--- src/hdl/icachePkg.sv ---
`default_nettype none

package icachePkg;

	localparam int PcWidth = 48;
	localparam int LineAddrWidth = 44;		// PC with the byte-in-line bits dropped
	localparam int LineWidth = 128;
	localparam int WindowWidth = 96;		// Six 16-bit words
	localparam int IndexBits = 6;			// Line-address bits 6..1
	localparam int BankLines = 1 << IndexBits;
	localparam int EpochWidth = 8;
	localparam int SeqRovWidth = 4;
	localparam int SeqSlots = 1 << SeqRovWidth;

	typedef logic [LineAddrWidth-1:0] lineAddrT;
	typedef logic [EpochWidth-1:0] epochT;

	typedef enum logic [1:0]
	{
		pcOkOk = 2'b00,
		pcOkHold = 2'b01
	} pcOkT;

	// Cache-control opcode on the fetch side
	typedef enum logic [4:0]
	{
		fetchOpNone = 5'h00,
		fetchOpFlush = 5'h04
	} fetchOpT;

	// Top two bits give the class, 01 is a response
	typedef enum logic [7:0]
	{
		ringIdle = 8'h00,
		ringLoadReq = 8'h88,
		ringLoadResp = 8'h70,		// Response with OK
		ringOther = 8'hC4
	} ringOpT;

	typedef struct packed
	{
		logic [7:0] node;			// Requesting unit
		logic oddBank;
		logic [2:0] spare;
		logic [SeqRovWidth-1:0] rov;
	} ringSeqT;

	typedef struct packed
	{
		ringSeqT seq;
		ringOpT op;
		logic [PcWidth-1:0] addr;
		logic [LineWidth-1:0] data;
	} ringFlitT;

	typedef struct packed
	{
		logic valid;
		logic [IndexBits-1:0] index;
		lineAddrT tag;
		logic [LineWidth-1:0] data;
	} bankFillT;

	typedef struct packed
	{
		lineAddrT tag;
		epochT epoch;				// Epoch at fill time
		logic [LineWidth-1:0] data;
	} bankLineT;

endpackage

`default_nettype wire

--- src/hdl/icacheFlushControl.sv ---
`default_nettype none
`timescale 1ns/100ps

module icacheFlushControl (
	input logic clock,
	input logic reset,
	input icachePkg::fetchOpT fetchOp,
	output icachePkg::epochT epoch
);

	import icachePkg::*;

	fetchOpT opA;
	fetchOpT opB;
	logic flushSeen;		// opB was already flush last cycle
	logic flushEdge;
	epochT epochReg = '0;	// Same start value as the bank entries
	epochT epochNext;

	assign flushEdge = (opB == fetchOpFlush) && !flushSeen;
	assign epochNext = (epochReg == '1) ? epochT'(1) : epochReg + 1'b1;	// Skip zero on wrap
	assign epoch = epochReg;

	always_ff @(posedge clock)
	begin
		if (reset)
		begin
			opA <= fetchOpNone;
			opB <= fetchOpNone;
			flushSeen <= 1'b0;
		end
		else
		begin
			opA <= fetchOp;
			opB <= opA;
			flushSeen <= (opB == fetchOpFlush);
		end
	end

	// Reset counts as a flush too
	always @(posedge clock)
	begin
		if (reset || flushEdge)
		begin
			epochReg <= epochNext;
		end
	end

	// Stays put or moves up by one, all ones wraps to one
	epochStep: assert property (@(posedge clock) disable iff (reset)
		(epochReg != '0) && ((epochReg == $past(epochReg))
		|| (epochReg == $past(epochReg) + 1'b1)
		|| (($past(epochReg) == '1) && (epochReg == epochT'(1)))))
		else $error("epoch moved by more than one step or became zero");

endmodule

`default_nettype wire

--- config.mk ---
export PLATFORM = sky130hd
export DESIGN_NAME = icacheFlushControl
export DESIGN_NICKNAME = d
export VERILOG_FILES = /design/src/hdl/icachePkg.sv /design/src/hdl/icacheFlushControl.sv
export SDC_FILE = /design/constraint.sdc
export NUM_CORES = 1
export LEC_CHECK = 0
export ABC_AREA = 0
export BUFFER_PORTS_ARGS = -buffer_cell sky130_fd_sc_hd__buf_2
export CAP_MARGIN = 30
export CELL_PAD_IN_SITES_DETAIL_PLACEMENT = 2
export CELL_PAD_IN_SITES_GLOBAL_PLACEMENT = 2
export CORE_MARGIN = 2
export CORE_UTILIZATION = 30
export CTS_CLUSTER_SIZE = 16
export DETAILED_ROUTE_END_ITERATION = 7
export PLACE_DENSITY = 0.75
export SLEW_MARGIN = 20
export SYNTH_ARGS = -nofsm -noshare
export SYNTH_HDL_FRONTEND = slang
export SYNTH_SLANG_ARGS = --single-unit
--- constraint.sdc ---
create_clock -name clock -period 3.99 [get_ports clock]
set_input_delay 0.399 -clock clock [delete_from_list [all_inputs] [get_ports clock]]
set_output_delay 0.399 -clock clock [all_outputs]
set_load 0.05 [all_outputs]
; ---- Word level (Yosys, flattened, before mapping)
; Index checks and enable logic that the tools add are counted.
[totals]
register_bits = 19
in_bits = 7
out_inout_bits = 8
word_cells = 10
[classes]
addsub = 1
n_eq_ne = 2
reduce_logical = 3
[op_table]
columns = cell, n
row1 = $add 8x1->8 const B, 1
row2 = $eq 8x8->1 const B, 1
row3 = $eq 5x3->1 const B, 1
row4 = $logic_and 1x1->1, 1
row5 = $logic_not 1->1, 1
row6 = $logic_or 1x1->1, 1

; ---- Logic depth before layout (Yosys ltp)
[depth]
ltp_word = 3
mapped_depth = 4
ltp_nobuf = 4

; ---- Worst setup path before layout
; No wires, ideal clock.
[synth_path]
path_type = register to register
start = register epochReg[0], in the netlist epoch[0]
end = register epochReg[3], in the netlist epoch[3], data pin
setup_ns = 0.278
arrival_ns = 1.404
required_time_ns = 3.712
path_slack_ns = 2.308
stages_incl_launch_ff = 5
n_path_buf = 0
period_less_slack_ns = 1.682
path_cell_list = edfxtp_1 -> ha_1 -> nand4_1 -> o211ai_1 -> o21ai_1
[synth_via]
elab_chain_len = 1
word_cells_on_any_way = 2
classes_between = 1 x add/sub / 1 x eq/ne
[synth_lines]
columns = item, line
row1 = from (decl), icacheFlushControl.sv:17  ; epochT epochReg = '0;
row2 = from (signal assigned), icacheFlushControl.sv:45  ; epochReg <= epochNext;
row3 = $add 8x1->8 or $eq 8x8->1 (tied branches), icacheFlushControl.sv:21  ; assign epochNext = (epochReg == '1) ? epochT'(1) : epochReg + 1'b1;
; Parallel ways exist; a longest one is shown, timed or not.
; A chain may end at the register's enable or synchronous reset.

; ---- Final worst setup path
[layout_path]
start = register opB[1]
end = register epochReg[6], in the netlist epoch[6], enable pin
[layout_via]
elab_chain_len = 3
[layout_lines]
columns = item, line
row1 = from (decl), icacheFlushControl.sv:14  ; fetchOpT opB;
row2 = from (signal assigned), icacheFlushControl.sv:29  ; opB <= fetchOpNone;
row3 = from (signal assigned), icacheFlushControl.sv:35  ; opB <= opA;
row4 = $eq 5x3->1, icacheFlushControl.sv:20  ; assign flushEdge = (opB == fetchOpFlush) && !flushSeen;
row5 = $logic_and 1x1->1, icacheFlushControl.sv:20
row6 = $logic_or 1x1->1, icacheFlushControl.sv:43  ; if (reset || flushEdge)
; Every way passes these cells.

==> results.sh <==
export IMPL_status="finished, final reports clean"
export IMPL_rsz0062_at_grt="false"
export IMPL_reg2reg_depth=3
export IMPL_num_rows=17
export IMPL_drv_slew=0
export IMPL_num_vias=477
export IMPL_synthDistinctLibCells=23
export IMPL_rrSetupSlack_ns=2.44
export IMPL_ant_nets=0
export IMPL_hold_viol=0
export IMPL_core_area_mm2=0.00221
export IMPL_hp_class="in -> reg"
export IMPL_grt_pass1_wl_mm=2.20
export IMPL_place_hpwl_mm=1.04
export IMPL_worst_path_stages=3
export IMPL_dr_pass1_iters=2
export IMPL_cp_end_kind="register"
export IMPL_fin_tns_setup_ns=0
export IMPL_port_buffer_count=14
export IMPL_clock_power_share=0.221
export IMPL_powerDensity_mw_per_mm2=502
export IMPL_holdBufCountCts=0
export IMPL_setup_viol=0
export IMPL_regToRegEndpoint="epoch[6]$_SDFFCE_PN0P_"
export IMPL_met1_usage=0.134
export IMPL_syn_to_final_growth_pct=18.2
export IMPL_fillers=252
export IMPL_crit_path_end="epoch[6]$_SDFFCE_PN0P_"
export IMPL_switching_power_uw=133
export IMPL_cp_num_buf_inv=0
export IMPL_combinationalPowerShare=0.206
export IMPL_dieWidth_um=52.5
export IMPL_path_cells="nor3_1 > nand3b_1 > o21bai_1"
export IMPL_cts_sinks=19
export IMPL_start_kind="register"
export IMPL_clockRootBuffer="clkbuf_4"
export IMPL_vdd_ir_drop_max_uv=198
export IMPL_max_stage_delay_ns=0.55
export IMPL_synth_cells=58
export IMPL_relSlewSlack=0.555
export IMPL_busiest_layer="met2"
export IMPL_swShare=0.318
export IMPL_async_reset_ff_frac=0
export IMPL_grt_max_degree=13
export IMPL_grt_overflow_total=0
export IMPL_cts_resized=0
export IMPL_postCtsSetupRepairBufs=0
export IMPL_drc=0
export IMPL_ys_flop_type="dfxtp_1"
export IMPL_cp_data_arrival_time_ns=1.48
export IMPL_worst_pin_slew_ns=0.665
export IMPL_internal_power_uw=286
export IMPL_syn_num_nets=66
export IMPL_crit_type="reg -> reg"
export IMPL_clk_insertion_delay_late_ns=0.29
export IMPL_fin_crit_ns=1.55
export IMPL_antenna_found_initial=0
export IMPL_seqPwrFrac=0.573
export IMPL_p_total_uw=420
export IMPL_vias_per_cell=4.63
export IMPL_fp_dieH_um=52.5
export IMPL_regArea_um2=460
export IMPL_synth_seq_cells=19
export IMPL_ios=15
export IMPL_grt_usage=0.113
export IMPL_crit_family="compound AO/OA/AOI/OAI gates"
export IMPL_cts_made_buffers=3
export IMPL_cts_max_path_buffers=2
export IMPL_synthesis_area_um2=707
export IMPL_diodes=0
export IMPL_grtUsageMet2=0.200
export IMPL_cp_max_fo=8
export IMPL_met3_usage=0.0171
export IMPL_die_area_mm2=0.00276
export IMPL_cts_tree="yes"
export IMPL_worstSetupStartpoint="opB[1]$_SDFF_PP0_"
export IMPL_drt_wirelength_per_cell_um=12.9
export IMPL_drive_above_1_share=0.253
export IMPL_synth_avg_cell_area_um2=12.2
export IMPL_fin_skew_ns=0.00592
export IMPL_first_global_vias=483
export IMPL_maxCapViolCount=0
export IMPL_gp_congestion=0.616
export IMPL_fmax_ghz=0.644
export IMPL_finalCritPeriodShare=0.389
export IMPL_multi_input_area_um2=243
export IMPL_nets=84
export IMPL_ys_warn_count=0
export IMPL_leakagePower_uw=0.000342
export IMPL_drt_total_wl_mm=1.33
export IMPL_drt_iter0_markers=1
export IMPL_initial_core_util=0.320
export IMPL_htreeDepth=1
export IMPL_synth_edf_count=8
export IMPL_path_clk_slew_ns=0.11
export IMPL_synth_seq_area_share=0.651
export IMPL_critical_path_required_ns=3.92
export IMPL_slowest_stage="o21bai_1"
export IMPL_r2r_start="opB[1]$_SDFF_PP0_"
[metal layers]
metal	vias to the layer above	wire length, um
li1	240	-
met1	224	587
met4	0	0
met5	-	0
met3	0	59
met2	13	683
[cell usage in the layout (no fill, tap or decap), types with 2 or more instances in the layout]
master    netlist  layout
buf_2           0      14
dfxtp_1        11      11
nor2b_1        10      10
edfxtp_1        8       8
nand2_1         4       4
clkbuf_4        0       3
nand4_1         2       2
nor2_1          2       2
xnor2_1         2       2
nand3_1         2       2
a21oi_1         2       2
a31oi_1         2       2
[layout make-up]
class	count	area share
well taps	28	0.0419
clock buffers	3	0.0269
clock inverters	1	0.00599
multi-input cells	38	0.290
flip-flops and latches	19	0.551
repair buffers	14	0.0838
[worst min path at each step]
stage / slack (ns) / start / cells after the start / endpoint
after floorplan: 0.41 / opA[0]$_SDFF_PP0_ / 1 / opB[0]$_SDFF_PP0_
final: 0.31 / fetchOp[4] / 2 / opA[4]$_SDFF_PP0_
after detailed placement: 0.43 / opA[3]$_SDFF_PP0_ / 1 / opB[3]$_SDFF_PP0_
after global placement: 0.42 / opA[2]$_SDFF_PP0_ / 1 / opB[2]$_SDFF_PP0_
after global routing: 0.31 / fetchOp[2] / 2 / opA[2]$_SDFF_PP0_
after CTS: 0.30 / fetchOp[2] / 2 / opA[2]$_SDFF_PP0_
[sequential cells by signal, summed over array words and instances, names as in the netlist]
name and flops:
epoch 8, flushSeen 1, opA 5, opB 5
[stage by stage]
stage | util | hold slack [ns] | setup WS [ns] | instance area, um^2 | instances
after global placement | 0.365 | 0.419 | 2.53 | 808 | 99
after CTS | 0.378 | 0.302 | 2.39 | 836 | 103
after global routing | 0.378 | 0.308 | 2.25 | 836 | 103
final | 0.378 | 0.312 | 2.44 | 836 | 103
after detailed placement | 0.365 | 0.429 | 2.41 | 808 | 99
after floorplan | - | 0.414 | 2.31 | 707 | 58
[worst reg2reg max path, cell delays in order, from the launching register on]
cell and delay, ns:
dfxtp_1 0.31, nor3_1 0.21, nand3b_1 0.12, o21bai_1 0.55
[logic make-up after synthesis]
group,synth area share
buf+inv,0.00530
xor+xnor,0.0372
fa+ha+maj,0.0177
simple gates,0.204
flops,0.651
compound gates,0.0850
[cells in the mapped netlist, drive strengths merged (2+ instances only)]
cell / n / share of area
a21oi: 2 / 0.014
xnor2: 2 / 0.025
nand2: 4 / 0.021
a31oi: 2 / 0.018
nand4: 2 / 0.018
nor2b: 10 / 0.088
dfxtp: 11 / 0.31
nand3: 2 / 0.014
edfxtp: 8 / 0.34
nor2: 2 / 0.011
[power by group through the flow]
stage               Sequential, uW  Combinational (uW)  Clock [uW]
floorplan                      278                28.8           0
global placement               244                85.2           0
detailed placement             245                87.5           0
CTS                            240                88.1        98.4
global route                   244                93.1         107
finish                         240                86.5        92.8
Power figures use the tool's default switching activity.
