`config.mk`:
```
export PLATFORM = sky130hd
export DESIGN_NAME = icacheFetchPipe
export DESIGN_NICKNAME = d
export VERILOG_FILES = /design/src/hdl/icachePkg.sv /design/src/hdl/icacheFetchPipe.sv
export SDC_FILE = /design/constraint.sdc
export NUM_CORES = 1
export LEC_CHECK = 0
export ABC_AREA = 1
export BUFFER_PORTS_ARGS = -buffer_cell sky130_fd_sc_hd__buf_2
export CAP_MARGIN = 20
export CORE_AREA = 2 2 246 248
export DETAILED_ROUTE_END_ITERATION = 6
export DIE_AREA = 0 0 248 250
export GPL_ROUTABILITY_DRIVEN = 0
export PLACE_DENSITY = 0.53
export SLEW_MARGIN = 30
export SYNTH_ARGS = -nofsm -noshare
export SYNTH_HDL_FRONTEND = slang
export SYNTH_SLANG_ARGS = --single-unit
```
`constraint.sdc`:
```
create_clock -name clock -period 3.51 [get_ports clock]
set_clock_uncertainty 0.15 [all_clocks]
set_input_delay 0.1755 -clock clock [delete_from_list [all_inputs] [get_ports clock]]
set_output_delay 0.1755 -clock clock [all_outputs]
set_load 0.01 [all_outputs]
```
`src/hdl/icachePkg.sv`:
```
`default_nettype none

package icachePkg;

	localparam int PcWidth = 48;
	localparam int LineAddrWidth = 44;		// PC with the byte-in-line bits dropped
	localparam int LineWidth = 128;
	localparam int WindowWidth = 96;		// Six 16-bit words
	localparam int IndexBits = 6;			// Line-address bits 6..1
	localparam int BankLines = 1 << IndexBits;
	localparam int EpochWidth = 8;
	localparam int SeqRovWidth = 4;
	localparam int SeqSlots = 1 << SeqRovWidth;

	typedef logic [LineAddrWidth-1:0] lineAddrT;
	typedef logic [EpochWidth-1:0] epochT;

	typedef enum logic [1:0]
	{
		pcOkOk = 2'b00,
		pcOkHold = 2'b01
	} pcOkT;

	// Cache-control opcode on the fetch side
	typedef enum logic [4:0]
	{
		fetchOpNone = 5'h00,
		fetchOpFlush = 5'h04
	} fetchOpT;

	// Top two bits give the class, 01 is a response
	typedef enum logic [7:0]
	{
		ringIdle = 8'h00,
		ringLoadReq = 8'h88,
		ringLoadResp = 8'h70,		// Response with OK
		ringOther = 8'hC4
	} ringOpT;

	typedef struct packed
	{
		logic [7:0] node;			// Requesting unit
		logic oddBank;
		logic [2:0] spare;
		logic [SeqRovWidth-1:0] rov;
	} ringSeqT;

	typedef struct packed
	{
		ringSeqT seq;
		ringOpT op;
		logic [PcWidth-1:0] addr;
		logic [LineWidth-1:0] data;
	} ringFlitT;

	typedef struct packed
	{
		logic valid;
		logic [IndexBits-1:0] index;
		lineAddrT tag;
		logic [LineWidth-1:0] data;
	} bankFillT;

	typedef struct packed
	{
		lineAddrT tag;
		epochT epoch;				// Epoch at fill time
		logic [LineWidth-1:0] data;
	} bankLineT;

endpackage

`default_nettype wire

```
`src/hdl/icacheFetchPipe.sv`:
```
`default_nettype none
`timescale 1ns/100ps

module icacheFetchPipe (
	input logic clock,
	input logic reset,
	input logic [icachePkg::PcWidth-1:0] pc,
	input logic pcHold,
	input logic bundleMode,
	input icachePkg::epochT epoch,
	output logic [icachePkg::IndexBits-1:0] readIndexEven,
	output logic [icachePkg::IndexBits-1:0] readIndexOdd,
	input icachePkg::bankLineT lineEven,
	input icachePkg::bankLineT lineOdd,
	output logic missEven,
	output logic missOdd,
	output icachePkg::lineAddrT missAddrEven,
	output icachePkg::lineAddrT missAddrOdd,
	input logic loadPending,
	output logic [icachePkg::WindowWidth-1:0] pcVal,
	output logic [2:0] pcStep,
	output icachePkg::pcOkT pcOk
);

	import icachePkg::*;

	logic [PcWidth-1:0] pcSel;
	logic [PcWidth-1:0] pcReg;		// PC being looked up in stage B
	lineAddrT lineAddr;
	lineAddrT lineNext;
	lineAddrT addrEven;
	lineAddrT addrOdd;
	lineAddrT reqEven;
	lineAddrT reqOdd;
	logic validB;
	logic [LineWidth-1:0] curData;
	logic [LineWidth-1:0] nextData;
	logic [2*LineWidth-1:0] linePair;
	logic [WindowWidth-1:0] window;
	logic [15:0] word0;
	logic [15:0] word2;

	function automatic logic opWide(input logic [15:0] word);
		return word[15:13] == 3'b111;
	endfunction

	// Bundle marker sits in bits 12..9 of a 32-bit op
	function automatic logic opMarked(input logic [15:0] word);
		logic [3:0] sel;
		sel = word[12:9];
		return opWide(word) &&
			(sel inside {4'b0101, 4'b0111, 4'b1010, 4'b1011, 4'b1110, 4'b1111});
	endfunction

	// Stage A
	assign pcSel = pcHold ? pcReg : pc;			// Hold re-reads the stored PC
	assign lineAddr = pcSel[PcWidth-1:4];
	assign lineNext = lineAddr + 1'b1;

	always_comb
	begin
		if (lineAddr[0])
		begin
			addrOdd = lineAddr;
			addrEven = lineNext;
		end
		else
		begin
			addrEven = lineAddr;
			addrOdd = lineNext;
		end
	end

	assign readIndexEven = addrEven[IndexBits:1];
	assign readIndexOdd = addrOdd[IndexBits:1];

	always_ff @(posedge clock)
	begin
		pcReg <= pcSel;
		reqEven <= addrEven;
		reqOdd <= addrOdd;
	end

	always_ff @(posedge clock)
	begin
		if (reset)
		begin
			validB <= 1'b0;
		end
		else
		begin
			validB <= 1'b1;
		end
	end

	// Stage B
	assign missEven = validB && ((lineEven.tag != reqEven) || (lineEven.epoch != epoch));
	assign missOdd = validB && ((lineOdd.tag != reqOdd) || (lineOdd.epoch != epoch));
	assign missAddrEven = reqEven;
	assign missAddrOdd = reqOdd;

	assign curData = pcReg[4] ? lineOdd.data : lineEven.data;
	assign nextData = pcReg[4] ? lineEven.data : lineOdd.data;
	assign linePair = {nextData, curData};
	assign window = linePair[pcReg[3:1] * 16 +: WindowWidth];	// Start at the PC's word
	assign word0 = window[15:0];
	assign word2 = window[47:32];
	assign pcVal = window;

	always_comb
	begin
		if (bundleMode && opMarked(word0))
		begin
			pcStep = opMarked(word2) ? 3'd6 : 3'd4;	// Three- or two-wide bundle
		end
		else if (opWide(word0))
		begin
			pcStep = 3'd2;
		end
		else
		begin
			pcStep = 3'd1;
		end
	end

	assign pcOk = (!validB || missEven || missOdd || loadPending) ? pcOkHold : pcOkOk;

endmodule

`default_nettype wire

```
Word-level counts from Yosys, hierarchy flattened
Index checks and enable logic that the tools add are counted.
{ "classes": {"addsub": 1, "n_eq_ne": 18, "shifts": 1, "n_mux": 10, "n_reduce_logical": 13} }
{ "ops": {"columns": ["cell", "n"], "rows": [
  ["128-bit two-way mux", 2],
  ["256-bit by 8-bit indexed part select with 96-bit output", 1],
  ["44-bit two-way mux", 2],
  ["44-bit != test", 2],
  ["48-bit two-way mux", 1],
  ["44-bit by 1-bit adder with 44-bit output, second input constant", 1],
  ["4-bit equality test, second input constant", 8],
  ["4-bit by 3-bit equality test with 1-bit output, second input constant", 4],
  ["8-bit != test", 2],
  ["6-bit nonzero test", 2],
  ["3-bit equality test, second input constant", 2],
  ["1-bit logical AND", 5],
  ["1-bit logical OR", 5],
  ["2-bit two-way mux", 2],
  ["3-bit two-way mux", 1],
  ["1-bit two-way mux", 2],
  ["1-bit zero test", 1]
]} }
{ "totals": {"reg_bits": 137, "inputBits": 421} }

Longest topological paths before layout
{ "depth": {"ltp_word": 7, "ltp_mapped": 16} }

Worst setup path before layout
Ideal clock, no wire load.
{ "synth_path": {"kind": "reg2reg", "start": "register pcReg[4]", "end": "register reqOdd[32], in the netlist missAddrOdd[32]", "setup_time_ps": 125, "arrival_time_ps": 2255, "t_required_ps": 3235, "path_slack_ps": 980, "path_stages_with_launch": 15, "synth_period_minus_slack_ps": 2530, "path_cell_list": "dfxtp_1 > buf_2 > nand2_1 > nand2_1 > clkbuf_1 > buf_1 > ha_1 > inv_1 > nor2_2 > nand2_1 > nor2_1 > nand2_1 > xor2_1 > nand2_1 > o21ai_1"} }
{ "synth_between": {"elab_chain_cells": 3} }
{ "synth_rtl": {"columns": ["element", "line_no", "rtl"], "rows": [
  ["start, declared", "icacheFetchPipe.sv:28", "logic [PcWidth-1:0] pcReg;"],
  ["start signal, assigned", "icacheFetchPipe.sv:79", "pcReg <= pcSel;"],
  ["48-bit two-way mux *", "icacheFetchPipe.sv:56", "assign pcSel = pcHold ? pcReg : pc;"],
  ["net pcSel[4]", "icacheFetchPipe.sv:27", "logic [PcWidth-1:0] pcSel;"],
  ["44-bit by 1-bit adder with 44-bit output", "icacheFetchPipe.sv:58", "assign lineNext = lineAddr + 1'b1;"],
  ["44-bit two-way mux *", "icacheFetchPipe.sv:62", "if (lineAddr[0])"],
  ["net addrOdd[32]", "icacheFetchPipe.sv:32", "lineAddrT addrOdd;"],
  ["end signal, assigned", "icacheFetchPipe.sv:81", "reqOdd <= addrOdd;"],
  ["end, declared", "icacheFetchPipe.sv:34", "lineAddrT reqOdd;"]
]} }
The timed path passes the listed nets; every way through them passes the cells marked *.
A chain may end at the register's enable or synchronous reset.

Worst setup path in the final report
{ "layout_path": {"start": "register pcReg[1]", "end": "output port pcVal[52] in the netlist's numbering"} }
{ "layout_between": {"elab_chain_cells": 1} }
{ "layout_rtl": {"columns": ["element", "line_no", "rtl"], "rows": [
  ["256-bit by 8-bit indexed part select with 96-bit output", "icacheFetchPipe.sv:105", "assign window = linePair[pcReg[3:1] * 16 +: WindowWidth];"],
  ["end, declared", "icacheFetchPipe.sv:20", "output logic [icachePkg::WindowWidth-1:0] pcVal,"]
]} }
Every way passes these cells.

==> impl_metrics.csv <==
group,metric,value,unit
synthesis,synthDominantCellAreaShare,24.25,%
job,timing.max_cap.violations,0,
route,ant_nets,0,
clock_tree,number_of_clock_sinks_seen_by_cts,133,
grt,first_pass_grt_wire_length,96300,microns
critical_path,worstSetupStartpoint,"pcReg[1]",
clock_tree,cts-buffers-inserted,17,
route,first_pass_iters,7,
critical_path,worst-path-stages,7,
grt,track_usage,20.15,%
synthesis,synth-seq-cells,133,
clock_tree,cts_tree,"done",
power_and_ir_drop,design_power_total,6.729,mW
sta,fin_crit_sh,91.70,%
clock_tree,clock_tree.buffer_depth,2,
sta,final_hold_viol_count,0,
cells_and_area,finalNetCount,3370,
power_and_ir_drop,ir_drop,0.0003303,V
critical_path,rr_worst_depth,11,
critical_path,worst-path-buf-inv,3,
critical_path,crit_end,"pcVal[52]",
sta,timing.final.crit_period,3.219,ns
grt,grt_start_max_net_pins,176,
placement,post-dp-hpwl,52990,microns
power_and_ir_drop,pwr_density_cell,367.5,mW/mm^2
die,row_count,90,
power_and_ir_drop,leakagePower,9.052,nW
die,die_width,248,microns
sta,maxSlewHeadroom,42.62,%
synthesis,yosysSeqAreaShare,19.76,%
clock_tree,h_tree_level_count,4,
cells_and_area,most-common-layout-cells,"sky130_fd_sc_hd__nand2_1 (880), sky130_fd_sc_hd__buf_2 (621), sky130_fd_sc_hd__nand3_1 (270), sky130_fd_sc_hd__o21ai_0 (268), sky130_fd_sc_hd__nor2_1 (163)",
cells_and_area,fin_cells,3756,
sta,grt_setup_unrepaired,"no",
grt,global_route.overflow_total,0,
cells_and_area,fillers,6775,
route,route.detailed.drc,0,
worst_hold_path,hold_path.class,"input pin to register",
route,highest_layer,"met5",
clock_tree,clockRootBuffer,"sky130_fd_sc_hd__clkbuf_16",
synthesis,post_syn_area,0.01362,sq mm
critical_path,cp_cell_sequence,"inv_4 > buf_12 > nor2_1 > a31oi_1 > o21ai_0 > o22ai_1 > buf_2",
clock_tree,clk-insertion-delay-late,0.43,ns
status,run_status,"finished, final reports clean",
route,detail_route.wirelength,66190,microns
critical_path,timing.rr.start,"pcReg[4]",
clock_tree,cts_post_setup_buffers_inserted,0,
sta,final.hold.worst_slack,0.02412,ns
sta,max_slew.worst_pin.slew,0.8606,ns
synthesis,synth_async_sr_flop_share,0,%
die,core-area,0.05957,sq mm
synthesis,synthesis.instances,2407,
route,via_per_inst,4.752,
sta,setup_violations,0,
critical_path,startpoint_type,"register",
critical_path,path_class,"register to output pin",
cells_and_area,area_growth_syn_to_layout,34.41,%
cells_and_area,drive_gt1_share,25.03,%
critical_path,r2r-end,"missAddrEven[35]",
synthesis,ys_types,49,
critical_path,endpoint_kind,"output pin",
critical_path,critical-path-slowest-cell,"sky130_fd_sc_hd__o22ai_1",
die,num_io_pins,624,
critical_path,worst_path_dominant_cell_family,"buffers and inverters",
synthesis,synth_edf_count,3,
critical_path,cp_slowest_stage_delay,0.49,ns
critical_path,crit_path_max_fanout,58,
route,detailroute.wirelength.met3,4579,microns
die,start_util,22.87,%
synthesis,synth_largest_area_cell,"sky130_fd_sc_hd__nand2_1",
route,drt-wirelength-per-cell,17.62,microns
sta,drv_slew,0,
placement,portBuffers,621,
die,dieArea,0.06200,sq mm
cells_and_area,area_used_by_multi_input_combinational_logic,0.009610,sq mm
synthesis,dominantRegCellSynth,"sky130_fd_sc_hd__dfxtp_1",
grt,number_of_global_route_vias_before_repair,16492,
critical_path,worst_ep_required_time,3.18,ns
route,route.vias.total,17850,
synthesis,netlist_top_cells_area,"sky130_fd_sc_hd__nand2_1 (24%), sky130_fd_sc_hd__dfxtp_1 (19%), sky130_fd_sc_hd__nand3_1 (9.9%)",
placement,dpl.cell_count,3667,
clock_tree,clk_pin_slew,0.06,ns
route,wl_met1,27140,microns
synthesis,yosysWarnings,0,
route,first_iter_violations,976,
die,dieHeight,250,microns
route,dr_wl_met2,32550,microns
sta,setup_total_negative_slack,0,ns
cells_and_area,seqCellArea,0.002696,sq mm
grt,antenna_found_initial,22,
synthesis,syn_avg_cell_area,5.660,sq um
critical_path,arrival,2.89,ns
critical_path,r2r_setup_slack,1.06,ns
sta,achievable-frequency,0.3107,GHz
cells_and_area,layout.cells.most_common,"sky130_fd_sc_hd__nand2_1",
[per-stage QoR]
| step | worst slack, ns | util (%) | instance area (sq um) |
|---|---|---|---|
| floorplan | 0.9800 | - | 13630 |
| global placement | 0.7701 | 28.90 | 17210 |
| detailed placement | 0.7585 | 28.90 | 17210 |
| CTS | 0.3723 | 30.68 | 18280 |
| global route | 0.05515 | 30.74 | 18310 |
| finish | 0.2912 | 30.74 | 18310 |
[synthesized netlist by cell type (3+ instances only)]
| library cell | n |
|---|---|
| sky130_fd_sc_hd__nand2_1 | 880 |
| sky130_fd_sc_hd__nand3_1 | 270 |
| sky130_fd_sc_hd__o21ai_0 | 268 |
| sky130_fd_sc_hd__nor2_1 | 163 |
| sky130_fd_sc_hd__dfxtp_1 | 130 |
| sky130_fd_sc_hd__inv_1 | 110 |
| sky130_fd_sc_hd__xnor2_1 | 67 |
| sky130_fd_sc_hd__buf_2 | 64 |
| sky130_fd_sc_hd__clkbuf_1 | 58 |
| sky130_fd_sc_hd__xor2_1 | 58 |
| sky130_fd_sc_hd__a21oi_1 | 42 |
| sky130_fd_sc_hd__a31oi_1 | 38 |
| sky130_fd_sc_hd__o22ai_1 | 28 |
| sky130_fd_sc_hd__buf_4 | 25 |
| sky130_fd_sc_hd__nand2_2 | 23 |
| sky130_fd_sc_hd__buf_1 | 22 |
| sky130_fd_sc_hd__mux2i_1 | 20 |
| sky130_fd_sc_hd__nor3_1 | 19 |
| sky130_fd_sc_hd__o211ai_1 | 18 |
| sky130_fd_sc_hd__nand4_1 | 17 |
| sky130_fd_sc_hd__o21ai_1 | 11 |
| sky130_fd_sc_hd__nor2_2 | 10 |
| sky130_fd_sc_hd__o311ai_0 | 9 |
| sky130_fd_sc_hd__nor2_4 | 6 |
| sky130_fd_sc_hd__buf_6 | 5 |
| sky130_fd_sc_hd__inv_2 | 4 |
| sky130_fd_sc_hd__o21ai_4 | 4 |
| sky130_fd_sc_hd__a211oi_1 | 3 |
| sky130_fd_sc_hd__edfxtp_1 | 3 |
| sky130_fd_sc_hd__nand3_2 | 3 |
| sky130_fd_sc_hd__nor4_1 | 3 |
| sky130_fd_sc_hd__or2_2 | 3 |
[kinds of logic after synthesis]
group,Yosys count,synth area share (%)
flops,133,19.76
compound gates,432,17.74
fa+ha+maj,1,0.09183
other cells,2,0.05513
xor+xnor,125,8.036
simple gates,1404,43.12
buf+inv,290,9.717
mux,20,1.469
[state kept, by name, summed over array words and instances, names as in the netlist]
signal and cells:
validB 1, missAddrEven 44, missAddrOdd 44, pcReg 44
[worst min-delay path by stage]
| stage | start | to | slack [ns] | cells after the start |
|---|---|---|---|---|
| after CTS | pcHold | missAddrOdd[1] | 0.01 | 3 |
| after floorplan | reset | validB | 0.08 | 1 |
| after global routing | pcHold | missAddrOdd[1] | 0.03 | 3 |
| final | pc[4] | missAddrEven[1] | 0.02 | 4 |
| after detailed placement | reset | validB | 0.18 | 2 |
| after global placement | reset | validB | 0.18 | 2 |
[final cells by class]
cell class | count | share of cell area (%)
antenna | 14 | 0.1913
clock buffer | 22 | 2.590
tap | 782 | 5.343
inverter | 115 | 2.453
timing repair buffer | 696 | 21.40
multi-input combinational | 1985 | 52.48
clock inverter | 9 | 0.8131
sequential | 133 | 14.73
[per-layer routing]
metal | vias up | GRT usage (%)
met2 | 628 | 35.70
met5 | - | 0
met3 | 85 | 3.785
met1 | 8138 | 23.91
met4 | 10 | 7.271
li1 | 8989 | -
[worst reg2reg max path, stage by stage, from the launching register on]
cell,delay (ns)
sky130_fd_sc_hd__dfxtp_4,0.41
sky130_fd_sc_hd__nand2_1,0.07
sky130_fd_sc_hd__nand2_1,0.09
sky130_fd_sc_hd__buf_4,0.42
sky130_fd_sc_hd__nand3_4,0.14
sky130_fd_sc_hd__nor2_4,0.18
sky130_fd_sc_hd__nand2_2,0.13
sky130_fd_sc_hd__nor2_4,0.13
sky130_fd_sc_hd__nand3_2,0.17
sky130_fd_sc_hd__nor2_2,0.17
sky130_fd_sc_hd__nand2_1,0.11
sky130_fd_sc_hd__xor2_1,0.15
[timing repair]
item,CTS,global route
endpoints found under the hold margin,68,0
gates resized for setup,0,0
hold buffers,44,0
[report_power, final]
group          internal, mW  switching [mW]  leakage [nW]
Combinational          1.09            1.88          7.62
Clock                  1.24           0.695         0.306
Sequential             1.68           0.146          1.12
Total                  4.01            2.72          9.05
Power figures use the tool's default switching activity.
