## src/hdl/icachePkg.sv

```systemverilog
`default_nettype none

package icachePkg;

	localparam int PcWidth = 48;
	localparam int LineAddrWidth = 44;		// PC with the byte-in-line bits dropped
	localparam int LineWidth = 128;
	localparam int WindowWidth = 96;		// Six 16-bit words
	localparam int IndexBits = 6;			// Line-address bits 6..1
	localparam int BankLines = 1 << IndexBits;
	localparam int EpochWidth = 8;
	localparam int SeqRovWidth = 4;
	localparam int SeqSlots = 1 << SeqRovWidth;

	typedef logic [LineAddrWidth-1:0] lineAddrT;
	typedef logic [EpochWidth-1:0] epochT;

	typedef enum logic [1:0]
	{
		pcOkOk = 2'b00,
		pcOkHold = 2'b01
	} pcOkT;

	// Cache-control opcode on the fetch side
	typedef enum logic [4:0]
	{
		fetchOpNone = 5'h00,
		fetchOpFlush = 5'h04
	} fetchOpT;

	// Top two bits give the class, 01 is a response
	typedef enum logic [7:0]
	{
		ringIdle = 8'h00,
		ringLoadReq = 8'h88,
		ringLoadResp = 8'h70,		// Response with OK
		ringOther = 8'hC4
	} ringOpT;

	typedef struct packed
	{
		logic [7:0] node;			// Requesting unit
		logic oddBank;
		logic [2:0] spare;
		logic [SeqRovWidth-1:0] rov;
	} ringSeqT;

	typedef struct packed
	{
		ringSeqT seq;
		ringOpT op;
		logic [PcWidth-1:0] addr;
		logic [LineWidth-1:0] data;
	} ringFlitT;

	typedef struct packed
	{
		logic valid;
		logic [IndexBits-1:0] index;
		lineAddrT tag;
		logic [LineWidth-1:0] data;
	} bankFillT;

	typedef struct packed
	{
		lineAddrT tag;
		epochT epoch;				// Epoch at fill time
		logic [LineWidth-1:0] data;
	} bankLineT;

endpackage

`default_nettype wire

```

## src/hdl/icacheRingPort.sv

```systemverilog
`default_nettype none
`timescale 1ns/100ps

module icacheRingPort #(
	parameter logic [7:0] NodeId = 8'h00
) (
	input logic clock,
	input logic reset,
	input logic missEven,
	input logic missOdd,
	input icachePkg::lineAddrT missAddrEven,
	input icachePkg::lineAddrT missAddrOdd,
	output logic loadPending,
	output icachePkg::bankFillT fillEven,
	output icachePkg::bankFillT fillOdd,
	input icachePkg::ringFlitT ringIn,
	output icachePkg::ringFlitT ringOut
);

	import icachePkg::*;

	logic pendingEven;
	logic pendingOdd;
	logic [SeqRovWidth-1:0] rov;
	lineAddrT seqTable [SeqSlots];		// Line address per outstanding tag
	logic respForUs;
	logic respEven;
	logic respOdd;
	logic slotFree;
	logic issueEven;
	logic issueOdd;
	lineAddrT issueAddr;
	lineAddrT respAddr;
	ringFlitT reqFlit;
	logic fillValidEven;
	logic fillValidOdd;
	logic [IndexBits-1:0] fillIndex;	// Shared, one response per cycle
	lineAddrT fillTag;
	logic [LineWidth-1:0] fillData;
	logic ownReqEven;
	logic ownReqOdd;

	assign respForUs = (ringIn.op == ringLoadResp) && (ringIn.seq.node == NodeId);
	assign respEven = respForUs && !ringIn.seq.oddBank;
	assign respOdd = respForUs && ringIn.seq.oddBank;
	assign slotFree = (ringIn.op == ringIdle) || respForUs;	// Consumed response frees the slot

	// Even bank first, nothing new while a fill is still on its way
	assign issueEven = slotFree && missEven && !pendingEven && !fillValidEven;
	assign issueOdd = slotFree && !issueEven && missOdd && !pendingOdd && !fillValidOdd;
	assign issueAddr = issueOdd ? missAddrOdd : missAddrEven;
	assign respAddr = seqTable[ringIn.seq.rov];

	always_comb
	begin
		reqFlit.seq = '{node: NodeId, oddBank: issueOdd, spare: 3'b000, rov: rov};
		reqFlit.op = (issueEven || issueOdd) ? ringLoadReq : ringIdle;
		reqFlit.addr = {issueAddr, 4'h0};
		reqFlit.data = '0;
	end

	always_ff @(posedge clock)
	begin
		if (reset)
		begin
			pendingEven <= 1'b0;
			pendingOdd <= 1'b0;
			rov <= '0;
			ringOut <= '0;
			fillValidEven <= 1'b0;
			fillValidOdd <= 1'b0;
		end
		else
		begin
			pendingEven <= issueEven || (pendingEven && !respEven);
			pendingOdd <= issueOdd || (pendingOdd && !respOdd);
			if (issueEven || issueOdd)
			begin
				rov <= rov + 1'b1;
			end
			ringOut <= slotFree ? reqFlit : ringIn;	// Foreign traffic passes unchanged
			fillValidEven <= respEven;
			fillValidOdd <= respOdd;
		end
	end

	always_ff @(posedge clock)
	begin
		if (issueEven || issueOdd)
		begin
			seqTable[rov] <= issueAddr;
		end
		if (respForUs)
		begin
			fillIndex <= respAddr[IndexBits:1];
			fillTag <= respAddr;
			fillData <= ringIn.data;
		end
	end

	assign fillEven = '{valid: fillValidEven, index: fillIndex, tag: fillTag, data: fillData};
	assign fillOdd = '{valid: fillValidOdd, index: fillIndex, tag: fillTag, data: fillData};
	assign loadPending = pendingEven || pendingOdd;

	// Own requests as they leave on the ring
	assign ownReqEven = (ringOut.op == ringLoadReq) && (ringOut.seq.node == NodeId)
		&& !ringOut.seq.oddBank;
	assign ownReqOdd = (ringOut.op == ringLoadReq) && (ringOut.seq.node == NodeId)
		&& ringOut.seq.oddBank;

	// One load per bank in flight until its response comes back
	oneLoadEven: assert property (@(posedge clock) disable iff (reset)
		ownReqEven |=> !ownReqEven until respEven)
		else $error("second even-bank load before response");

	oneLoadOdd: assert property (@(posedge clock) disable iff (reset)
		ownReqOdd |=> !ownReqOdd until respOdd)
		else $error("second odd-bank load before response");

endmodule

`default_nettype wire

```

## config.mk

```make
export PLATFORM = sky130hd
export DESIGN_NAME = icacheRingPort
export DESIGN_NICKNAME = d
export VERILOG_FILES = /design/src/hdl/icachePkg.sv /design/src/hdl/icacheRingPort.sv
export SDC_FILE = /design/constraint.sdc
export NUM_CORES = 1
export LEC_CHECK = 0
export ABC_CLOCK_PERIOD_IN_PS = 5800
export BUFFER_PORTS_ARGS = -buffer_cell sky130_fd_sc_hd__buf_2
export CORE_MARGIN = 2
export CORE_UTILIZATION = 25
export DETAILED_ROUTE_END_ITERATION = 16
export MAX_ROUTING_LAYER = met4
export SETUP_SLACK_MARGIN = 0.02
export SLEW_MARGIN = 20
export SYNTH_ARGS = -nofsm -noshare
export SYNTH_HDL_FRONTEND = slang
export SYNTH_SLANG_ARGS = --single-unit
```

## constraint.sdc

```tcl
create_clock -name clock -period 5.8 [get_ports clock]
set_input_delay 0.87 -clock clock [delete_from_list [all_inputs] [get_ports clock]]
set_output_delay 0.87 -clock clock [all_outputs]
set_load 0.1 [all_outputs]
```

### After elaboration in Yosys (flattened, before gate mapping)

Memories as Yosys holds them, arrays and structs flattened.
Cells that the tools add are included.

* memory bits (writable): 704
* logic and storage cells: 52
* latch bits: 0
* memories: 1
* register bits after elaboration: 386
* output and inout bits: 559
* input bits: 292
* bits in read-only memories: 0

Memories
* seqTable: depth 16, bits a word 44, read ports 1, clocked after Yosys merged registers in 0, wr ports 1, RTL line icacheRingPort.sv:25 `lineAddrT seqTable [SeqSlots];`

* multiply operators: 0
* eq/ne operators: 1
* multiplexer cells: 5
* divide/modulo/power cells: 0
* reductions and logical operators: 28
* order comparisons: 0
* shift operators: 0
* add/sub/neg operators: 1
* bitwise logic cells: 0

Operators by type and width (count)
* 192-bit two-way mux: 1
* 44-bit two-way mux: 1
* 8-bit logical NOT: 2
* 1-bit logical AND: 12
* 8-bit by 7-bit == test with 1-bit output, second input constant: 1
* 1-bit logical NOT: 8
* 8-bit two-way mux: 1
* 1-bit logical OR: 5
* 4-bit by 1-bit adder with 4-bit output, second input constant: 1
* 1-bit two-way mux: 2
* 2-bit OR reduction: 1

### Logic depth before layout (Yosys ltp)

Gate-level depths: netlist (run 1).

* depth in word-level cells: 14
* mapped depth: 7
* mapped depth without buffers: 4

### Worst setup path before layout (run 1)

Ideal clock, no wire load.

* path type: input port to flip-flop
* start: in ringIn[193] (netlist name)
* end: reg fillData[0], enable pin
* path buffers: 0
* arrival time: 5.452 ns
* stages: 4
* required time: 5.275 ns
* setup slack: -0.176 ns
* setup time: 0.525 ns
* cells stage by stage: or4_4 -> or3_1 -> or2_2 -> inv_1

* longest elaborated chain between the ends: 2

Ends and longest elaborated chain
* start: declaration: RTL line icacheRingPort.sv:16 `input icachePkg::ringFlitT ringIn,`
* 8-bit logical NOT: RTL line icacheRingPort.sv:43 `assign respForUs = (ringIn.op == ringLoadResp) && (ringIn.seq.node == NodeId);`
* 1-bit logical AND: RTL line icacheRingPort.sv:43
* via respForUs: RTL line icacheRingPort.sv:26 `logic respForUs;`
* end signal: assignment: RTL line icacheRingPort.sv:97 `fillData <= ringIn.data;`
* end: declaration: RTL line icacheRingPort.sv:39 `logic [LineWidth-1:0] fillData;`

The timed path passes the listed nets, and every way through them passes these cells.
A chain may end at the register's enable or synchronous reset.

### Final worst setup path (run 1)

* start: in ringIn[193] (netlist name)
* end: mem seqTable[14][9] (netlist name), enable pin

* longest elaborated chain between the ends: 14

Ends and longest elaborated chain
* 8-bit logical NOT (*): RTL line icacheRingPort.sv:43
* 1-bit logical AND (*): RTL line icacheRingPort.sv:43
* 1-bit logical OR (*): RTL line icacheRingPort.sv:46 `assign slotFree = (ringIn.op == ringIdle) || respForUs;`
* 1-bit logical AND (3 in series): RTL line icacheRingPort.sv:49 `assign issueEven = slotFree && missEven && !pendingEven && !fillValidEven;`
* 1-bit logical NOT: RTL line icacheRingPort.sv:50 `assign issueOdd = slotFree && !issueEven && missOdd && !pendingOdd && !fillValidOdd;`
* 1-bit logical AND (4 in series): RTL line icacheRingPort.sv:50
* 1-bit logical OR (*): RTL line icacheRingPort.sv:89 `if (issueEven || issueOdd)`
* 1-bit two-way mux (*): RTL line icacheRingPort.sv:89
* 1-bit two-way mux (not written as such) (*): RTL line icacheRingPort.sv:91 `seqTable[rov] <= issueAddr;`
* end: declaration: RTL line icacheRingPort.sv:25

Mark *: on every way between the ends. The rest lies on a longest branch, timed or not.

==> reports/results.txt, run 1 <==
The tools report the routing usage on met1 as 0.2001. Using the TritonRoute via totals, the vias-per-cell ratio works out to 4.314. The starting utilization of the core area is 0.2513, and the xor/xnor share of the synthesized area is 0. The logs give 0.02710 for the fraction of met3 tracks used by global routing and 851 for the number of top-level pins. The wire length of the first global-routing pass is 180.2 mm, and the die outline area is 164200 um2.

The most congested layer reported by global routing was met2. The detailed router finished its first iteration with 2063 violations. The floorplan has 147 rows.

For the worst setup path, the data required time is 6.13 ns. Power comes to 17.30 mW. The worst-case IR drop observed on VDD is 265.5 uV. The minimum clock period came out at 3.675 ns. The power share of the combinational group is 0.080. The per-instance average area after synthesis is 20.11 um2, and the maximum fanout encountered on the critical timing path is 44. The sequential share of power was 0.492. The logs give 0.9439 for the placer's final routability congestion estimate and 138.0 mm for the wire length reported by the detailed router. By area, the combinational part of the netlist is dominated by multiplexers.

The tools report the net count reported at finish as 3001. Once detail routing completed, the nets flagged for antenna violations numbered 0. For the distinct cell type count of the synthesized netlist, the log shows 39. The clock transition at the registers of the reported paths was 0.06 ns.

In this run, post-CTS hold repair placed 0 buffers. The cell sitting at the root of the clock tree is a sky130_fd_sc_hd__clkbuf_16. The worst hold path belongs to the class primary input to register. The category of the worst setup path launch point is a primary input.

On the final layout, the worst hold slack is 0.3026 ns. The number of hold violations in the final report was 0. The design internal power is 13.04 mW, and the switching share of total power is 0.2462. Maximum clock rate: 272.1 MHz.

The total routing resource utilization after global routing is 0.1673, and the via count of the first global-routing pass is 20670. The post-route DRC violation count came out at 0. The synthesized-area fraction occupied by ao, oa, aoi and oai cells was 0.01707; the critical path arrival was 4.00 ns. For the pin with the worst max-slew slack, the measured transition is 1.117 ns. The share of the clock period used by the worst path after layout works out to 0.6336.

For the number of buffers on the longest clock path, the log shows 3. Setup repair after global routing left no endpoint under its margin. The share of synthesized area spent on multiplexers is 0.1472, and the area added between synthesis and finish is 23.20%.

Across all layers, the routed design uses 21490 vias. The post-detailed-route wirelength per cell is 27.69 um. The run gives 0 as the count of synthesis-stage warnings from yosys. The remaining global-route overflow is 0, and the final number of max-transition violations is 0.

The aggregate negative setup slack is 0 ns. Synthesis-stage register bit count: 1084. Fill cells in the final layout number 15490. The initial antenna violation count is 42, and the fraction of the mapped netlist area in simple logic gates is 0.03152. The number of setup buffers added after CTS is 0. The floorplan core area is 160200 um2, and the switching component of the power is 4.260 mW. The post-synthesis share of cell area spent on full adders, half adders and majority gates is 0.001243, and the clock latency on the worst-skew pair is 0.74 ns. Setup violations remaining at the end of the flow were counted as 0.

The run finished with clean final reports. The run gives 2298 as the synthesized net count. The share of synthesized area occupied by flip-flops and latches was 0.7570; the number of gates resized after cts was 0.

The cell count after synthesis came out at 2002. The tools report the count of clock tree sinks as 1084. Input and output buffers added on the ports amount to 850. The clock tree synthesis step divided the H-tree into 3 levels.

The number of clock buffers added by TritonCTS is 113. The height of the die came out at 405.3 um. The detailed placement HPWL was 94.41 mm.

The ratio of cells with drive above 1 in the final layout came out at 0.4766. TritonCTS built the clock tree. Entering global routing, the biggest net connects 89 pins. The final clock skew came out at 0.06616 ns.

The kind of critical path is primary input to register. The number of detailed-route iterations in the first pass was 6; the overall die width was 405.3 um. In this run the cell area of the synthesized design comes to 40250 um2. For this design the static power due to leakage is 17.77 nW. The run gives 0.429 as the clock power share. The tightest slew margin relative to the limit is 0.2550.

Met2 demand-to-capacity share in global routing: 0.2889. In this run the power density over the cells is 348.8 nW/um2. The kind of end point of the critical path is a register. Number of max-capacitance violations reported: 0.
[sequential cells by signal (all words and copies together), names as in the netlist]
| signal | cells |
|---|---|
| fillIndex | 5 |
| rov | 4 |
| ringOut | 200 |
| seqTable | 704 |
| pendingEven | 1 |
| pendingOdd | 1 |
| fillValidOdd | 1 |
| fillValidEven | 1 |
| fillData | 128 |
| fillTag | 39 |
[power by group through the flow]
stage | Clock, mW | Sequential (mW) | Combinational (mW)
final | 7.42 | 8.50 | 1.38
after global routing | 7.90 | 8.51 | 1.43
after CTS | 7.61 | 8.50 | 1.40
after detailed placement | 0 | 8.67 | 1.40
after global placement | 0 | 8.67 | 1.39
after floorplan | 0 | 9.20 | 0.381
[worst paths after layout]
check,from,to,slack (ns),cells after the start
min,ringIn[73],fillData[73],0.30,1
max,ringIn[193],seqTable[14][9],2.13,5
max reg2reg,pendingOdd,seqTable[14][9],2.46,4
min reg2reg,pendingOdd,pendingOdd,0.50,2
[kinds of logic (layout without fill, tap and decap cells)]
logic type | count (synthesis) | in the layout
buf+inv | 291 | 1094
simple gates | 203 | 203
other cells | 0 | 17
fa+ha+maj | 4 | 4
mux | 311 | 311
compound gates | 109 | 109
flops | 1084 | 1084
[synth_stat cells, drive strengths merged]
| cell | instances | area [um2] |
|---|---|---|
| dfxtp | 208 | 4164 |
| nor3 | 4 | 31.28 |
| o21ai | 5 | 25.02 |
| nand2 | 1 | 3.750 |
| or2 | 2 | 12.51 |
| o211ai | 1 | 7.510 |
| mux4 | 220 | 4955 |
| mux2i | 44 | 440.4 |
| nand4b | 1 | 8.760 |
| nor4 | 1 | 6.260 |
| and3 | 12 | 75.07 |
| or3 | 4 | 25.02 |
| o31a | 1 | 8.760 |
| or4 | 1 | 11.26 |
| inv | 5 | 18.77 |
| a211oi | 44 | 330.3 |
| and2 | 152 | 950.9 |
| a21oi | 52 | 260.3 |
| nor2b | 6 | 37.54 |
| mux2 | 47 | 529.3 |
| ha | 4 | 50.05 |
| nand2b | 1 | 6.260 |
| or4b | 1 | 10.01 |
| o21ba | 2 | 20.02 |
| clkbuf | 63 | 236.5 |
| nand3 | 6 | 30.03 |
| buf | 223 | 1597 |
| o31ai | 4 | 35.03 |
| nor3b | 3 | 27.52 |
| nor2 | 8 | 32.54 |
| edfxtp | 876 | 26310 |
[metal layers]
layer,vias up,routed length (um)
met5,-,0
met4,0,4037
met3,194,8413
met2,961,70790
met1,11200,54720
li1,9144,-
[placed cells by master, fill, tap and decap left out, types with 24 or more instances in the layout]
master	n
sky130_fd_sc_hd__clkbuf_16	115
sky130_fd_sc_hd__edfxtp_1	876
sky130_fd_sc_hd__a211oi_1	44
sky130_fd_sc_hd__clkinv_2	25
sky130_fd_sc_hd__mux2i_1	44
sky130_fd_sc_hd__mux2_2	34
sky130_fd_sc_hd__buf_4	24
sky130_fd_sc_hd__a21oi_1	51
sky130_fd_sc_hd__and2_1	147
sky130_fd_sc_hd__clkbuf_1	24
sky130_fd_sc_hd__dfxtp_1	208
sky130_fd_sc_hd__buf_2	845
sky130_fd_sc_hd__mux4_2	220
[through the flow]
stage	cell area, um2	utilization	setup slack (ns)	cells
6_report	49590	0.3096	2.125	4982
3_3_place_gp	45730	0.2854	1.443	4750
5_1_grt	49580	0.3095	2.001	4977
2_1_floorplan	40250	-	1.364	2002
3_5_place_dp	45730	0.2854	1.379	4750
4_1_cts	49550	0.3093	2.166	4965
[worst max-delay path: stages]
cell	delay (ns)
sky130_fd_sc_hd__buf_2	0.12
sky130_fd_sc_hd__or4_4	0.57
sky130_fd_sc_hd__o31a_1	0.51
sky130_fd_sc_hd__nor2_1	0.88
sky130_fd_sc_hd__and3_4	1.00
[layout make-up]
| cell class | instances | area, um2 | share of cell area |
|---|---|---|---|
| flip-flops and latches | 1084 | 30470 | 0.6144 |
| clock inverters | 70 | 793.3 | 0.01600 |
| clock buffers | 145 | 3027 | 0.06103 |
| repair buffers | 874 | 4498 | 0.09070 |
| multi-input cells | 627 | 8035 | 0.1620 |
| inverters | 5 | 22.52 | 0.0004542 |
| well taps | 2160 | 2703 | 0.05450 |
| diodes | 17 | 42.54 | 0.0008578 |
Note: power is estimated with default switching activity, not from simulation.
==> run 2, diff against run 1 <==
ABC_CLOCK_PERIOD_IN_PS = 3150   (was 5800)
clock period = 3.15 ns   (was 5.8 ns; I/O delays follow)
==> run 2 against run 1 <==
Effect of this change: wire length shrank 1.9%; flip-flop and latch count is the same; final area increased by 5.6%; power up 85%; sequential share of layout area decreased by 3.2 points; critical path type unchanged; critical endpoint is now seqTable[11][22]; largest cell class unchanged; highest routed layer unchanged.
==> reports/results.txt, run 2 (synthesis gave the netlist of run 1 again) <==
Final hold analysis gives a worst-case slack of 0.05555 ns. The share of the core filled with cells was 0.3268. The logs give 0.1650 for the total routing resource utilization after global routing and 98.28 mm for the detailed placement HPWL.

The remaining number of nets flagged by the antenna check after routing was 0; the wire length of the first global-routing pass was 181.8 mm. The run gives 0.9262 as the placer's final routability congestion estimate. The class of the worst hold path is primary input to register.

For the tightest slew margin relative to the limit, the log shows 0.5055. Cell row count: 147. The tools report the post-route DRC violation count as 0. The buffer type at the clock tree root was sky130_fd_sc_hd__clkbuf_16.

The remaining global-route overflow is 0. The run finished with clean final reports. The via count of the first global-routing pass was 22370; the starting DRC count in detailed routing was 1937. At the pin with the least slew margin, the transition time is 0.7469 ns. The placed instance area is 46970 um2, and the clock latency on the worst-skew pair is 0.75 ns.

The sum of buffers and inverters on the critical path works out to 4. Before antenna repair, the detailed router went through 7 iterations. Once the clock tree was built, the setup fixing pass inserted 0 buffers.

The critical path ends at seqTable[11][22]. The H-tree generated during clock tree synthesis spans 3 levels. The starting utilization of the core area was 0.2513.

The register-to-register path setup slack is 0.65 ns. The worst stage delay on the critical path was 0.58 ns. STA classifies the critical path endpoint as a register. Tracing the worst setup path back leads to its startpoint at ringIn[193]. Number of max-capacitance violations reported: 0. The routed via count was 22330. The run gives 3.54 ns as the data required time of the critical path. Dividing total power by cell area gives a power density of 610.6 nW/um2. Leaving out fill and tap cells, the most frequent cells in the layout are sky130_fd_sc_hd__edfxtp_1 (876), sky130_fd_sc_hd__buf_2 (845), sky130_fd_sc_hd__mux4_2 (220). Along the worst path, the maximum fanout reaches 26. Relative to the synthesized area, the layout overhead comes to 30.08%. The smallest clock period supported by the final layout is computed as 2.983 ns.

The number of hold violations in the final report is 0. The logs give 34 for the initial antenna violation count and 0 for the count of final setup violators. Counting flops per register, the top entry is seqTable. The aggregate negative setup slack was 0 ns. The library cell used most frequently in the layout, excluding fill and tap cells, is sky130_fd_sc_hd__edfxtp_1.

Walking the worst path, the cells encountered are dlygate4sd3_1 -> buf_2 -> or4_4 -> o31a_1 -> buf_4 -> nor3b_2 -> and2_4 -> buf_12. The die covers 164200 um2. Static timing analysis puts the maximum clock frequency at 335.2 MHz.

The launch instance of the worst register-to-register path is pendingOdd. The number of gates on the worst path with buffers counted is 8, and the ratio of cells with drive above 1 in the final layout is 0.4680. The tools report the final number of max-transition violations as 0. The area occupied by multi-input gates was 8006 um2; the maximum number of pins on one net before global-route repair was 116. The worst-case IR drop observed on VDD is 462.9 uV. The overall die width came out at 405.3 um.

The clock transition at the registers of the reported paths was 0.06 ns; the post-layout instance area was 52360 um2. The count of clock tree sinks is 1084. After detailed routing, the average wire length per cell comes to 25.92 um. In this run the static leakage power is 19.05 nW.

The number of buffers on the longest clock path is 3, and the number of flip-flops under the largest register name is 704. Buffers inserted during clock tree synthesis total 114. The number of buffer cells added on primary ports works out to 850.

Summing all flip-flop and latch instances after layout gives 30470 um2. The critical path arrival is 3.38 ns, and the height of the die is 405.3 um. The net count reported at finish is 3243. TritonCTS built the clock tree. The number of fill cells in the layout came out at 15330. Cell with the largest stage delay on the worst path: sky130_fd_sc_hd__or4_4.

Share of the clock period used by the worst path after layout: 0.9470. Using the TritonRoute via totals, the vias-per-cell ratio works out to 4.276. Setup repair after global routing left no endpoint under its margin.

The tools report the capture point of the worst reg-to-reg path as seqTable[12][14]. The number of cells on the worst reg-to-reg path is 6. The run gives 160200 um2 as the floorplan core area. The kind of critical path was primary input to register.

The worst setup path is launched from a primary input. The cell family contributing the most delay on the critical path is simple AND/OR/NAND/NOR gates. 851 I/O pins were placed. The largest registers in the layout are seqTable: 704 flops, ringOut: 200 flops, fillData: 128 flops.

The design draws 31.97 mW. Clock skew on the completed layout was measured at 0.04662 ns. The wire length reported by the detailed router is 135.4 mm.
[run 2: changes by cell type in the layout (fill, tap and decap cells not counted), moves of 4 or more]
cell and delta:
sky130_fd_sc_hd__and3_4 -12, sky130_fd_sc_hd__dlygate4sd3_1 +153, sky130_fd_sc_hd__clkinv_2 -4, sky130_fd_sc_hd__buf_12 +49, sky130_fd_sc_hd__clkinv_4 +5, sky130_fd_sc_hd__clkbuf_8 +4
sky130_fd_sc_hd__buf_4 +39, sky130_fd_sc_hd__clkinv_1 +9, sky130_fd_sc_hd__and3_2 +12, sky130_fd_sc_hd__clkbuf_1 -4
[run 2: worst min-delay path by stage]
stage,from,end,slack (ns),cells after the start
after floorplan,pendingOdd,pendingOdd,0.46,2
after CTS,ringIn[148],ringOut[148],0.003,3
final,ringIn[76],fillData[76],0.06,1
after global routing,ringIn[76],fillData[76],0.006,1
after global placement,pendingOdd,pendingOdd,0.47,2
after detailed placement,pendingOdd,pendingOdd,0.48,2
[run 2: cell type report]
| type | count | area share |
|---|---|---|
| antenna | 14 | 0.0006691 |
| clock buffer | 143 | 0.05850 |
| clock inverter | 75 | 0.01451 |
| inverter | 5 | 0.0004301 |
| multi-input combinational | 627 | 0.1529 |
| sequential | 1084 | 0.5819 |
| tap | 2160 | 0.05162 |
| timing repair buffer | 1115 | 0.1394 |
[run 2: routing by layer]
metal	global-route usage	routed length, um
met4	0.05342	4374
met2	0.2799	68790
met3	0.02686	8277
met1	0.2005	53940
met5	-	0
[run 2: stage by stage]
stage                     std cells  setup WS (ns)
after global placement         4838       -0.02668
after global routing           5219         0.1171
after CTS                      5209         0.2249
after detailed placement       4838       0.009997
after floorplan                2002        -0.6709
final                          5223         0.1668
[run 2: power breakdown]
part / leakage [nW] / total, mW / switching (mW) / internal (mW)
combinational: 7.59 / 2.71 / 1.92 / 0.791
clock: 1.86 / 13.6 / 5.88 / 7.71
sequential: 9.60 / 15.7 / 0.0646 / 15.6
total: 19.0 / 32.0 / 7.87 / 24.1
[run 2: what timing repair did]
item | in CTS | in global routing
hold buffers | 153 | 0
endpoints found under the hold margin | 257 | 0
gates resized for setup | 0 | 0
[run 2: worst reg2reg max path, stage by stage, from the launching register on]
cell                       delay [ns]
sky130_fd_sc_hd__dfxtp_1         0.32
sky130_fd_sc_hd__nor3b_1         0.49
sky130_fd_sc_hd__nand2b_4        0.14
sky130_fd_sc_hd__nor3_4          0.23
sky130_fd_sc_hd__buf_12          0.22
sky130_fd_sc_hd__buf_12          0.18
sky130_fd_sc_hd__mux2_1          0.55
